[src/common/track_pkg.sv]
`default_nettype none

package track_pkg;

    // Luma from weighted channels, weights sum to 256
    localparam int luma_sum_w = 16;
    localparam logic [luma_sum_w-1:0] luma_r_weight = 77;
    localparam logic [luma_sum_w-1:0] luma_g_weight = 150;
    localparam logic [luma_sum_w-1:0] luma_b_weight = 29;
    localparam int luma_shift = 8; // Divide by 256

    // Per-frame accumulators, a full 64x48 mask is 3072 pixels
    localparam int count_w = 12;
    localparam int sum_x_w = 18;
    localparam int sum_y_w = 18;
    localparam int div_w   = count_w * 2 - 1; // Divisor shifted up by count_w-1

    typedef enum logic [1:0] {
        div_idle = 2'd0,
        div_run  = 2'd1, // One quotient bit per cycle
        div_done = 2'd2  // Result strobe
    } div_state_t;

endpackage

`default_nettype wire

[src/common/video_pkg.sv]
`default_nettype none

package video_pkg;

    // Coordinate and pixel widths
    localparam int hcount_w = 7;
    localparam int vcount_w = 6;
    localparam int rgb565_w = 16; // Incoming frame stream
    localparam int rgb_w    = 24; // Outgoing 8:8:8 pixels

    // Shrunk raster, 64x48 visible inside an 80x56 frame
    localparam logic [hcount_w-1:0] h_active = 64;
    localparam logic [hcount_w-1:0] h_total  = 80;
    localparam logic [vcount_w-1:0] v_active = 48;
    localparam logic [vcount_w-1:0] v_total  = 56;

    // Sync pulses live in the blanking, high for start <= count < end
    localparam logic [hcount_w-1:0] h_sync_start = 68;
    localparam logic [hcount_w-1:0] h_sync_end   = 72;
    localparam logic [vcount_w-1:0] v_sync_start = 50;
    localparam logic [vcount_w-1:0] v_sync_end   = 52;

    localparam logic [rgb_w-1:0] crosshair_rgb = 24'h00ff00; // Full green

    // Output view selection
    typedef enum logic [1:0] {
        view_camera    = 2'd0, // Camera image only
        view_mask      = 2'd1, // Threshold mask in black and white
        view_crosshair = 2'd2  // Camera image with centroid lines
    } view_mode_t;

endpackage

`default_nettype wire

[src/hdl/overlay_mux.sv]
`timescale 1ns/100ps
`default_nettype none

module overlay_mux (
    input  wire                                clk_pixel,
    input  wire                                recent_reset,
    input  wire video_pkg::view_mode_t         mode_i,
    input  wire                                mask_i,
    input  wire [video_pkg::hcount_w-1:0]      mask_hcount_i,
    input  wire [video_pkg::vcount_w-1:0]      mask_vcount_i,
    input  wire                                mask_active_i,
    input  wire [video_pkg::rgb565_w-1:0]      pixel_i,
    input  wire [video_pkg::hcount_w-1:0]      centroid_x_i,
    input  wire [video_pkg::vcount_w-1:0]      centroid_y_i,
    input  wire                                centroid_valid_i,
    output logic [video_pkg::rgb_w-1:0]        rgb_o
);

    logic                           have_centroid; // Set by the first result
    logic [video_pkg::hcount_w-1:0] cross_x;
    logic [video_pkg::vcount_w-1:0] cross_y;
    logic [video_pkg::rgb_w-1:0]    camera_rgb;
    logic                           on_cross;

    always_comb begin
        camera_rgb = {pixel_i[15:11], 3'b000, pixel_i[10:5], 2'b00, pixel_i[4:0], 3'b000};
        on_cross   = have_centroid && ((mask_hcount_i == cross_x) || (mask_vcount_i == cross_y));
    end

    always_ff @(posedge clk_pixel) begin
        if (centroid_valid_i) begin
            cross_x <= centroid_x_i;
            cross_y <= centroid_y_i;
        end
    end

    always_ff @(posedge clk_pixel) begin
        if (recent_reset) begin
            have_centroid <= 1'b0;
            rgb_o         <= '0;
        end else begin
            if (centroid_valid_i) have_centroid <= 1'b1;
            if (!mask_active_i) begin
                rgb_o <= '0; // Blanking stays black
            end else begin
                case (mode_i)
                    video_pkg::view_mask:
                        rgb_o <= mask_i ? {video_pkg::rgb_w{1'b1}} : '0;
                    video_pkg::view_crosshair:
                        rgb_o <= on_cross ? video_pkg::crosshair_rgb : camera_rgb;
                    default: rgb_o <= camera_rgb;
                endcase
            end
        end
    end

endmodule

`default_nettype wire

[src/hdl/tracker_top.sv]
`timescale 1ns/100ps
`default_nettype none

module tracker_top (
    input  wire                            clk_pixel,
    input  wire                            recent_reset,
    input  wire [video_pkg::rgb565_w-1:0]  pixel_i,
    input  wire [7:0]                      thr_lo_i,
    input  wire [7:0]                      thr_hi_i,
    input  wire video_pkg::view_mode_t     mode_i,
    output logic [video_pkg::hcount_w-1:0] hcount_o,
    output logic [video_pkg::vcount_w-1:0] vcount_o,
    output logic                           active_o,
    output logic                           hsync_o,
    output logic                           vsync_o,
    output logic                           new_frame_o,
    output logic [video_pkg::rgb_w-1:0]    rgb_o,
    output logic [video_pkg::hcount_w-1:0] centroid_x_o,
    output logic [video_pkg::vcount_w-1:0] centroid_y_o,
    output logic                           centroid_valid_o
);

    // Mask stage, two cycles behind the raster
    logic                           mask;
    logic [video_pkg::hcount_w-1:0] mask_hcount;
    logic [video_pkg::vcount_w-1:0] mask_vcount;
    logic                           mask_active;
    logic [video_pkg::rgb565_w-1:0] mask_pixel;

    // Frame totals into the divider
    logic                           div_start;
    logic [track_pkg::sum_x_w-1:0]  sum_x;
    logic [track_pkg::sum_y_w-1:0]  sum_y;
    logic [track_pkg::count_w-1:0]  count;

    video_timing timing_inst (
        .clk_pixel(clk_pixel),
        .recent_reset(recent_reset),
        .hcount_o(hcount_o),
        .vcount_o(vcount_o),
        .active_o(active_o),
        .hsync_o(hsync_o),
        .vsync_o(vsync_o),
        .new_frame_o(new_frame_o));

    luma_threshold luma_inst (
        .clk_pixel(clk_pixel),
        .recent_reset(recent_reset),
        .hcount_i(hcount_o),
        .vcount_i(vcount_o),
        .active_i(active_o),
        .pixel_i(pixel_i),
        .thr_lo_i(thr_lo_i),
        .thr_hi_i(thr_hi_i),
        .mask_o(mask),
        .mask_hcount_o(mask_hcount),
        .mask_vcount_o(mask_vcount),
        .mask_active_o(mask_active),
        .pixel_o(mask_pixel));

    centroid_accum accum_inst (
        .clk_pixel(clk_pixel),
        .recent_reset(recent_reset),
        .new_frame_i(new_frame_o),
        .mask_i(mask),
        .mask_hcount_i(mask_hcount),
        .mask_vcount_i(mask_vcount),
        .div_start_o(div_start),
        .sum_x_o(sum_x),
        .sum_y_o(sum_y),
        .count_o(count));

    centroid_divider divider_inst (
        .clk_pixel(clk_pixel),
        .recent_reset(recent_reset),
        .div_start_i(div_start),
        .sum_x_i(sum_x),
        .sum_y_i(sum_y),
        .count_i(count),
        .centroid_x_o(centroid_x_o),
        .centroid_y_o(centroid_y_o),
        .centroid_valid_o(centroid_valid_o));

    overlay_mux overlay_inst (
        .clk_pixel(clk_pixel),
        .recent_reset(recent_reset),
        .mode_i(mode_i),
        .mask_i(mask),
        .mask_hcount_i(mask_hcount),
        .mask_vcount_i(mask_vcount),
        .mask_active_i(mask_active),
        .pixel_i(mask_pixel),
        .centroid_x_i(centroid_x_o),
        .centroid_y_i(centroid_y_o),
        .centroid_valid_i(centroid_valid_o),
        .rgb_o(rgb_o));

endmodule

`default_nettype wire

[src/hdl/video_timing.sv]
`timescale 1ns/100ps
`default_nettype none

module video_timing (
    input  wire                            clk_pixel,
    input  wire                            recent_reset,
    output logic [video_pkg::hcount_w-1:0] hcount_o,
    output logic [video_pkg::vcount_w-1:0] vcount_o,
    output logic                           active_o,
    output logic                           hsync_o,
    output logic                           vsync_o,
    output logic                           new_frame_o
);

    logic [video_pkg::hcount_w-1:0] h_next;
    logic [video_pkg::vcount_w-1:0] v_next;
    logic                           h_wrap;

    // Next raster position, everything below registers off it
    always_comb begin
        h_wrap = (hcount_o == video_pkg::h_total - 1'b1);
        h_next = h_wrap ? '0 : hcount_o + 1;
        v_next = vcount_o;
        if (h_wrap) begin
            if (vcount_o == video_pkg::v_total - 1'b1) begin
                v_next = '0;
            end else begin
                v_next = vcount_o + 1;
            end
        end
    end

    always_ff @(posedge clk_pixel) begin
        if (recent_reset) begin
            hcount_o    <= '0;
            vcount_o    <= '0;
            active_o    <= 1'b1; // Origin is visible
            hsync_o     <= 1'b0;
            vsync_o     <= 1'b0;
            new_frame_o <= 1'b0;
        end else begin
            hcount_o <= h_next;
            vcount_o <= v_next;
            active_o <= (h_next < video_pkg::h_active) && (v_next < video_pkg::v_active);
            hsync_o  <= (h_next >= video_pkg::h_sync_start) && (h_next < video_pkg::h_sync_end);
            vsync_o  <= (v_next >= video_pkg::v_sync_start) && (v_next < video_pkg::v_sync_end);
            // Strobe with the return to 0,0
            new_frame_o <= (h_next == '0) && (v_next == '0);
        end
    end

endmodule

`default_nettype wire

[src/tracker/centroid_accum.sv]
`timescale 1ns/100ps
`default_nettype none

module centroid_accum (
    input  wire                            clk_pixel,
    input  wire                            recent_reset,
    input  wire                            new_frame_i,
    input  wire                            mask_i,
    input  wire [video_pkg::hcount_w-1:0]  mask_hcount_i,
    input  wire [video_pkg::vcount_w-1:0]  mask_vcount_i,
    output logic                           div_start_o,
    output logic [track_pkg::sum_x_w-1:0]  sum_x_o,
    output logic [track_pkg::sum_y_w-1:0]  sum_y_o,
    output logic [track_pkg::count_w-1:0]  count_o
);

    logic [track_pkg::sum_x_w-1:0] sum_x, sum_x_nxt, add_x;
    logic [track_pkg::sum_y_w-1:0] sum_y, sum_y_nxt, add_y;
    logic [track_pkg::count_w-1:0] count, count_nxt;

    // Running totals including the pixel on mask_i right now
    always_comb begin
        add_x = '0;
        add_y = '0;
        if (mask_i) begin
            add_x = {{(track_pkg::sum_x_w - video_pkg::hcount_w){1'b0}}, mask_hcount_i};
            add_y = {{(track_pkg::sum_y_w - video_pkg::vcount_w){1'b0}}, mask_vcount_i};
        end
        sum_x_nxt = sum_x + add_x;
        sum_y_nxt = sum_y + add_y;
        count_nxt = mask_i ? count + 1 : count;
    end

    // Frame totals for the divider
    always_ff @(posedge clk_pixel) begin
        if (new_frame_i) begin
            sum_x_o <= sum_x_nxt;
            sum_y_o <= sum_y_nxt;
            count_o <= count_nxt;
        end
    end

    always_ff @(posedge clk_pixel) begin
        if (recent_reset) begin
            sum_x       <= '0;
            sum_y       <= '0;
            count       <= '0;
            div_start_o <= 1'b0;
        end else if (new_frame_i) begin
            sum_x       <= '0;
            sum_y       <= '0;
            count       <= '0;
            div_start_o <= (count_nxt != '0); // Empty frame keeps the old centroid
        end else begin
            sum_x       <= sum_x_nxt;
            sum_y       <= sum_y_nxt;
            count       <= count_nxt;
            div_start_o <= 1'b0;
        end
    end

endmodule

`default_nettype wire

[src/tracker/centroid_divider.sv]
`timescale 1ns/100ps
`default_nettype none

module centroid_divider (
    input  wire                            clk_pixel,
    input  wire                            recent_reset,
    input  wire                            div_start_i,
    input  wire [track_pkg::sum_x_w-1:0]   sum_x_i,
    input  wire [track_pkg::sum_y_w-1:0]   sum_y_i,
    input  wire [track_pkg::count_w-1:0]   count_i,
    output logic [video_pkg::hcount_w-1:0] centroid_x_o,
    output logic [video_pkg::vcount_w-1:0] centroid_y_o,
    output logic                           centroid_valid_o
);

    track_pkg::div_state_t state;

    logic [track_pkg::div_w-1:0]   rem_x, rem_y, dvsr;
    logic [track_pkg::div_w-1:0]   rem_x_sub, rem_y_sub;
    logic                          ge_x, ge_y;
    logic [track_pkg::count_w-1:0] quot_x, quot_y, quot_x_nxt, quot_y_nxt;
    logic [track_pkg::count_w-1:0] step; // One-hot, top bit marks the last iteration

    // Trial subtract against the shared divisor
    always_comb begin
        ge_x       = (rem_x >= dvsr);
        ge_y       = (rem_y >= dvsr);
        rem_x_sub  = rem_x - dvsr;
        rem_y_sub  = rem_y - dvsr;
        quot_x_nxt = {quot_x[track_pkg::count_w-2:0], ge_x};
        quot_y_nxt = {quot_y[track_pkg::count_w-2:0], ge_y};
    end

    assign centroid_valid_o = (state == track_pkg::div_done);

    // Datapath, the mean is below 64 so count_w quotient bits always suffice
    always_ff @(posedge clk_pixel) begin
        if (state == track_pkg::div_run) begin
            dvsr   <= dvsr >> 1;
            rem_x  <= ge_x ? rem_x_sub : rem_x; // Keep remainder when the trial fails
            rem_y  <= ge_y ? rem_y_sub : rem_y;
            quot_x <= quot_x_nxt;
            quot_y <= quot_y_nxt;
            step   <= step << 1;
        end else if (div_start_i) begin
            dvsr   <= {count_i, {(track_pkg::count_w - 1){1'b0}}};
            rem_x  <= {{(track_pkg::div_w - track_pkg::sum_x_w){1'b0}}, sum_x_i};
            rem_y  <= {{(track_pkg::div_w - track_pkg::sum_y_w){1'b0}}, sum_y_i};
            quot_x <= '0;
            quot_y <= '0;
            step   <= {{(track_pkg::count_w - 1){1'b0}}, 1'b1};
        end
    end

    always_ff @(posedge clk_pixel) begin
        if (recent_reset) begin
            state        <= track_pkg::div_idle;
            centroid_x_o <= '0;
            centroid_y_o <= '0;
        end else begin
            case (state)
                track_pkg::div_run: begin
                    if (step[track_pkg::count_w-1]) begin
                        state        <= track_pkg::div_done;
                        centroid_x_o <= quot_x_nxt[video_pkg::hcount_w-1:0];
                        centroid_y_o <= quot_y_nxt[video_pkg::vcount_w-1:0];
                    end
                end
                track_pkg::div_idle, track_pkg::div_done: begin
                    state <= div_start_i ? track_pkg::div_run : track_pkg::div_idle;
                end
                default: state <= track_pkg::div_idle;
            endcase
        end
    end

    // Accumulator never overlaps divisions
    start_when_free: assert property (@(posedge clk_pixel) disable iff (recent_reset)
        div_start_i |-> state != track_pkg::div_run);

    start_to_valid: assert property (@(posedge clk_pixel) disable iff (recent_reset)
        div_start_i |-> ##(track_pkg::count_w + 1) centroid_valid_o);

endmodule

`default_nettype wire

[src/tracker/luma_threshold.sv]
`timescale 1ns/100ps
`default_nettype none

module luma_threshold (
    input  wire                            clk_pixel,
    input  wire                            recent_reset,
    input  wire [video_pkg::hcount_w-1:0]  hcount_i,
    input  wire [video_pkg::vcount_w-1:0]  vcount_i,
    input  wire                            active_i,
    input  wire [video_pkg::rgb565_w-1:0]  pixel_i,  // Arrives one cycle after its coordinates
    input  wire [7:0]                      thr_lo_i,
    input  wire [7:0]                      thr_hi_i,
    output logic                           mask_o,
    output logic [video_pkg::hcount_w-1:0] mask_hcount_o,
    output logic [video_pkg::vcount_w-1:0] mask_vcount_o,
    output logic                           mask_active_o,
    output logic [video_pkg::rgb565_w-1:0] pixel_o
);

    logic [video_pkg::hcount_w-1:0]    hcount_d;
    logic [video_pkg::vcount_w-1:0]    vcount_d;
    logic                              active_d;
    logic [track_pkg::luma_sum_w-1:0]  ch_r, ch_g, ch_b;
    logic [track_pkg::luma_sum_w-1:0]  luma_sum;
    logic [7:0]                        luma;
    logic                              in_range;

    // Zero-filled 8-bit channels, held in the wide sum format
    always_comb begin
        ch_r     = {8'd0, pixel_i[15:11], 3'b000};
        ch_g     = {8'd0, pixel_i[10:5], 2'b00};
        ch_b     = {8'd0, pixel_i[4:0], 3'b000};
        luma_sum = ch_r * track_pkg::luma_r_weight + ch_g * track_pkg::luma_g_weight
                 + ch_b * track_pkg::luma_b_weight;
        luma     = luma_sum[track_pkg::luma_shift +: 8]; // Right shift by 8
        in_range = (luma > thr_lo_i) && (luma <= thr_hi_i);
    end

    always_ff @(posedge clk_pixel) begin
        hcount_d      <= hcount_i; // Line up with pixel_i
        vcount_d      <= vcount_i;
        mask_hcount_o <= hcount_d;
        mask_vcount_o <= vcount_d;
        pixel_o       <= pixel_i;
        if (recent_reset) begin
            active_d      <= 1'b0;
            mask_active_o <= 1'b0;
            mask_o        <= 1'b0;
        end else begin
            active_d      <= active_i;
            mask_active_o <= active_d;
            mask_o        <= active_d && in_range;
        end
    end

    // Mask only ever marks pixels that were visible two cycles back
    mask_in_active: assert property (@(posedge clk_pixel) disable iff (recent_reset)
        mask_o |-> mask_active_o && $past(active_i, 2));

endmodule

`default_nettype wire
[config.mk]
export PLATFORM = sky130hd
export DESIGN_NAME = tracker_top
export DESIGN_NICKNAME = d
export VERILOG_FILES = /design/src/common/track_pkg.sv /design/src/common/video_pkg.sv /design/src/hdl/overlay_mux.sv /design/src/hdl/tracker_top.sv /design/src/hdl/video_timing.sv /design/src/tracker/centroid_accum.sv /design/src/tracker/centroid_divider.sv /design/src/tracker/luma_threshold.sv
export SDC_FILE = /design/constraint.sdc
export NUM_CORES = 1
export LEC_CHECK = 0
export ABC_AREA = 1
export BUFFER_PORTS_ARGS = -buffer_cell sky130_fd_sc_hd__buf_2
export CAP_MARGIN = 15
export CORE_MARGIN = 5
export CORE_UTILIZATION = 62
export DETAILED_ROUTE_END_ITERATION = 12
export PLACE_DENSITY_LB_ADDON = 0.05
export SYNTH_ARGS = -nofsm -noshare
export SYNTH_HDL_FRONTEND = slang
export SYNTH_SLANG_ARGS = --single-unit
[constraint.sdc]
create_clock -name clk_pixel -period 6.15 [get_ports clk_pixel]
set_clock_uncertainty 0.2 [all_clocks]
set_input_delay 0.615 -clock clk_pixel [delete_from_list [all_inputs] [get_ports clk_pixel]]
set_output_delay 0.615 -clock clk_pixel [all_outputs]
set_load 0.01 [all_outputs]
; ---- After elaboration in Yosys (flattened, before gate mapping)
; Cells that the tools add are included.
[classes]
reduce_logical = 20
mul = 3
n_mux = 25
magnitude_cmp = 10
eq_ne = 11
addsub = 9
bitwise_logic = 2
[ops]
columns = op, count
row1 = 2-to-1 mux 23 bit, 6
row2 = 2-to-1 mux 24 bit, 2
row3 = case mux 24 bit (2 select lines), 1
row4 = >= comparator 23 bit, 2
row5 = subtractor 23 bit, 2
row6 = 2-to-1 mux 22 bit, 2
row7 = 2-to-1 mux 12 bit, 3
row8 = 2-to-1 mux 6 bit, 5
row9 = adder 18 x 6 -> 18 bit, 1
row10 = adder 18 x 7 -> 18 bit, 1
row11 = adder 15 x 16 -> 16 bit, 1
row12 = adder 16 x 13 -> 16 bit, 1
row13 = less-than comparator 7 bit (second input constant), 2
row14 = 2-to-1 mux 7 bit, 2
row15 = multiplier 6 x 7 -> 13 bit (second input constant), 1
row16 = adder 12 x 1 -> 12 bit (second input constant), 1
row17 = less-than comparator 6 bit (second input constant), 2
row18 = multiplier 5 x 7 -> 12 bit (second input constant), 1
row19 = nonzero test 12 bit, 1
row20 = multiplier 5 x 5 -> 10 bit (second input constant), 1
row21 = greater-than comparator 8 bit, 1
row22 = <= comparator 8 bit, 1
row23 = OR reduction 2 bit, 4
row24 = adder 7 x 1 -> 7 bit (second input constant), 1
row25 = other kinds (22), 35
[word_totals]
reg_bits = 304
word_cells = 116
input_bits = 36
out_inout_bits = 55

; ---- Depth between registers and ports, before layout
[depth]
ltp_word = 6
ltp_mapped = 28
mapped_depth_nobuf = 28

; ---- By module
; From an unflattened synthesis, not the netlist that was laid out.
[hier_totals]
cells_unflattened = 2285
area_unflattened_um2 = 18004.8
[by_module_without_submodules]
columns = mod, n_inst, seq_area_each_um2, area_per_inst_um2, cells_each
row1 = centroid_divider, 1, 3042.9, 7325.8, 1022
row2 = centroid_accum, 1, 2422.3, 4525.6, 523
row3 = luma_threshold, 1, 900.9, 3847.4, 447
row4 = overlay_mux, 1, 770.7, 1470.2, 174
row5 = video_timing, 1, 340.3, 835.8, 119

; ---- Least setup slack after synthesis
; No wires, ideal clock.
[synth_timing]
path_type = input to register
start = input port pixel_i[0] (netlist bit)
end = register luma_inst.mask_o
setup_slack_ns = 0.869
arrival_time_ns = 4.966
required_ns = 5.835
stages = 25
cell_sequence = fa_1 ha_1 ha_1 inv_1 fa_1 o21ai_0 a21oi_1 nor2_1 nor2_1 xor2_1 fa_1 inv_1 ha_1 a21o_1 a31oi_1 nand3_1 nand3b_1 nand2_1 ha_1 nand2_1 nor2_1 a211oi_1 o21ai_0 nand3_1 nor2_1
[synth_via]
elab_chain_len = 5
word_cells_on_any_way = 6
classes_between = add/sub (1) / mul (1) / order compare (2) / reduce/logical (2)
[synth_lines]
columns = item, line_no
row1 = "start, declared", tracker_top.sv:7  ; input wire [video_pkg::rgb565_w-1:0] pixel_i,
row2 = multiplier 5 x 5 -> 10 bit *, luma_threshold.sv:34  ; + ch_b * track_pkg::luma_b_weight;
row3 = adder 16 x 13 -> 16 bit *, luma_threshold.sv:34
row4 = greater-than comparator 8 bit or <= comparator 8 bit (tied branches), luma_threshold.sv:36  ; in_range = (luma > thr_lo_i) && (luma <= thr_hi_i);
row5 = logical AND 1 bit *, luma_threshold.sv:36
row6 = logical AND 1 bit *, luma_threshold.sv:52  ; mask_o <= active_d && in_range;
row7 = "end signal, assigned", luma_threshold.sv:52
row8 = "end, declared", luma_threshold.sv:13  ; output logic mask_o,
; Every way passes the cells marked *; elsewhere a longest branch is shown, timed or not.
; A chain may end at the register's enable or synchronous reset.

; ---- Worst setup path after layout
[layout_timing]
start = input port pixel_i[2] (netlist bit)
end = register luma_inst.mask_o
; The elaborated chain is that of the path after synthesis.

==> summary.md <==
| Metric | Value |
|---|---|
| Status | complete, no violations |
| Worst relative slew slack | between 20% and 30% |
| Max-slew violation count | 0 |
| Worst hold endpoint | luma_inst.pixel_o[6] |
| Chip Width | between 150 and 200 um |
| Min-delay src | pixel_i[6] |
| Hpwl dp | 30.3 mm |
| Total wire length | just under 40 mm |
| Yosys cell types | 47 |
| Final GP Congestion | around 0.91 |
| CTS tree | done |
| Final setup vio count | 0 |
| Worst Max-Slew Pin Slew | 1.06 ns |
| Vias in the first global route | 13,300 |
| Syn. warnings | 0 |
| R2R Path Start | divider_inst.state[0] |
| Pre-CTS setup slack | 0.371 ns |
| Worst setup SP type | input pin |
| Placement Rows | 61 |
| Final hold vios | 0 |
| Deepest clock path buffer count | 3 |
| Setup crit end kind | register |
| Post-CTS Hold Buffers | 0 |
| Clk_lat worst skew | approximately 0.57 ns |
| Post-Syn Instances | around 2,100 |
| H-tree levels | 1 |
| Synth Cell Area | ~17,000 sq um |
| Largest net degree at the start of global routing | 74 |
| Period utilization | 85.1% |
| Mean cell area of the mapped netlist | 8.25 sq um |
| Setup_tns | 0 ns |
| Cell leakage power | approximately 9.5 nW |
| Setup CP Type | input pin to register |
| Clock Sinks | ~300 |
| Layout area overhead | 10.4% |
| Net Count, Synth | 2,329 |
| Drt pass-1 iters | 6 |
| Max rail drop VDD | 0.327 mV |
| Global-route wire length before repair | 64.5 mm |
| Clock transition at path regs | 0.06 ns |
| Congestion Overflow GR | 0 |
| Nets | 2,421 |
| RSZ-0062 raised after global routing | false |
| Detailed Route Iter0 Violations | 980 |
| Residual DRC count | 0 |
| Worst setup margin | between 0.9 and 1 ns |
| Vias per cell | 5.19 |
| Worst R2R Setup Slack | 2.53 ns |
| Vias | between 10,000 and 15,000 |
| IO Pins | 91 |
| Crit path required time | 6.40 ns |
| Fraction of layout cells with a size suffix above 1 | 8.99% |
| ANT nets after route | 0 |
| Die H | between 150 and 200 um |
| Tightest Hold Check Type | input pin to register |
| I/O Buffers | 90 |
| Endpoint of the worst-slack reg-to-reg timing path | divider_inst.rem_x[10] |
| TritonCTS buffer count | 30 |
| Hold path depth | 1 |
| FILL cells | around 2,300 |
| GR Util All Layers | ~25% |
| Critical path arrival | 5.49 ns |
| Die area | approximately 32,000 sq um |
| Initial Util | a little over three fifths |
| Initial antenna violation count | 2 |
| Max FO, Critical Path | 6 |
| Sequential-to-total area share from yosys stat | 43.0% |
| Setup Fix Bufs, Post-CTS | 0 |
| Post-cts sizing count | 0 |
| Number of max-cap violations | 0 |
| Pwr/cell area | around 300 nW/um^2 |
| Worst Reg-to-Reg Cells | 7 |
| Yosys reg bits | between 200 and 300 |
| DR WL/cell | 15.1 um |
| Peak Freq | 191 MHz |
| Min Tclk post-route | 5.24 ns |
| Core ar. | 27,700 sq um |
| Clock Root Buffer | clkbuf_16 |
how the worst max path moves through the flow:
stage / start / end / slack, ns
final: pixel_i[2] / luma_inst.mask_o / 0.91
after CTS: pixel_i[2] / luma_inst.mask_o / 0.91
after detailed placement: pixel_i[2] / luma_inst.mask_o / 0.37
after global placement: pixel_i[2] / luma_inst.mask_o / 0.47
after floorplan: pixel_i[0] / luma_inst.mask_o / 0.87
after global routing: pixel_i[2] / luma_inst.mask_o / 0.46
metrics by stage:
stage,utilization (%),cell area (sq um),power [W],cells,hold slack [ns]
6_report,69.3,19200,0.00589,2604,0.0467
5_1_grt,69.3,19200,0.00636,2604,0.0302
4_1_cts,69.3,19200,0.00596,2603,0.0261
3_5_place_dp,65.6,18200,0.00410,2547,0.112
3_3_place_gp,65.6,18200,0.00406,2547,0.113
2_1_floorplan,-,17400,0.00363,2109,0.110
cell usage after synthesis (all sizes together):
cell    count  area [sq um]
a22oi       1          7.51
or2        10          62.6
o21bai      8          67.6
nand3b     23           173
fa         25           500
edfxtp    151          4530
dfxtp     147          2940
nor2      218           883
clkbuf     14          52.6
a21oi     106           531
o211ai      1          7.51
nor3       16          85.1
a21o        5          37.5
buf        21           118
a31oi       4          25.0
a211oi      3          22.5
nor4        2          12.5
o21a        4          30.0
a21boi      3          22.5
nand4      23           156
ha        159          1990
xor2       42           375
o21ai      83           419
xnor2      28           260
nand3     135           718
nand2     525          2020
nor3b       1          12.5
nor2b       4          25.0
inv       347          1300
report_power, final:
group          total (W)  switching [W]  internal (W)
combinational    0.00195        0.00115      0.000793
sequential       0.00210      0.0000150       0.00209
clock            0.00184       0.000764       0.00108
final cells by class:
type	count	area, sq um	area share, %
inverter	347	1300	6.78
antenna	1	2.50	0.0130
sequential	298	7480	38.9
tap	378	473	2.46
clock inverter	9	126	0.658
clock buffer	47	886	4.61
multi-input combinational	1429	8440	44.0
timing repair buffer	95	488	2.54
cells in the final DEF, fill, tap and decap left out, drive strengths merged:
cell type  count
a211oi         3
a21boi         3
a21o           5
a21oi        106
a22oi          1
a31oi          4
buf           95
bufinv         2
clkbuf        47
clkinv         5
clkinvlp       1
dfxtp        147
diode          1
edfxtp       151
fa            25
ha           159
inv          348
nand2        525
nand3        135
nand3b        23
nand4         23
nor2         218
nor2b          4
nor3          16
nor3b          1
nor4           2
o211ai         1
o21a           4
o21ai         83
o21bai         8
or2           10
xnor2         28
xor2          42
registers in the layout, summed over array words and instances (netlist names), 7 cells and up:
name	count
accum_inst.count	12
divider_inst.step	12
accum_inst.sum_x_o	18
luma_inst.mask_hcount_o	7
accum_inst.count_o	12
divider_inst.centroid_x_o	7
luma_inst.hcount_d	7
luma_inst.pixel_o	16
overlay_inst.rgb_o	18
accum_inst.sum_y_o	18
divider_inst.rem_y	23
timing_inst.hcount_o	7
accum_inst.sum_y	18
overlay_inst.cross_x	7
accum_inst.sum_x	18
divider_inst.rem_x	23
divider_inst.dvsr	23
kinds of logic after synthesis:
group / synth area share [%]
DFF: 43.0
xor gates and xnor gates: 3.65
buffers and inverters: 8.47
AOI/OAI and AO/OA: 6.73
adders and majority gates: 14.3
and+or+nand+nor: 23.8
per-layer routing:
layer	track usage, %	wire length, um
met4	5.38	711
met3	4.01	2200
met5	0	11
met1	33.4	17600
met2	43.4	18800
worst max-delay path, cell delays in order:
cell	delay [ns]
buf_2	0.19
fa_1	0.45
ha_1	0.31
ha_1	0.31
inv_1	0.07
fa_1	0.45
o21ai_0	0.29
a21oi_1	0.11
nor2_1	0.11
nor2_1	0.06
xor2_1	0.15
fa_1	0.54
inv_1	0.04
ha_1	0.34
a21o_1	0.19
a31oi_1	0.13
nand3_1	0.11
nand3b_1	0.16
nand2_1	0.10
ha_1	0.26
nand2_1	0.08
nor2_1	0.04
a211oi_1	0.14
o21ai_0	0.11
nand3_1	0.08
nor2_1	0.04
(Power assumes the default switching activity.)
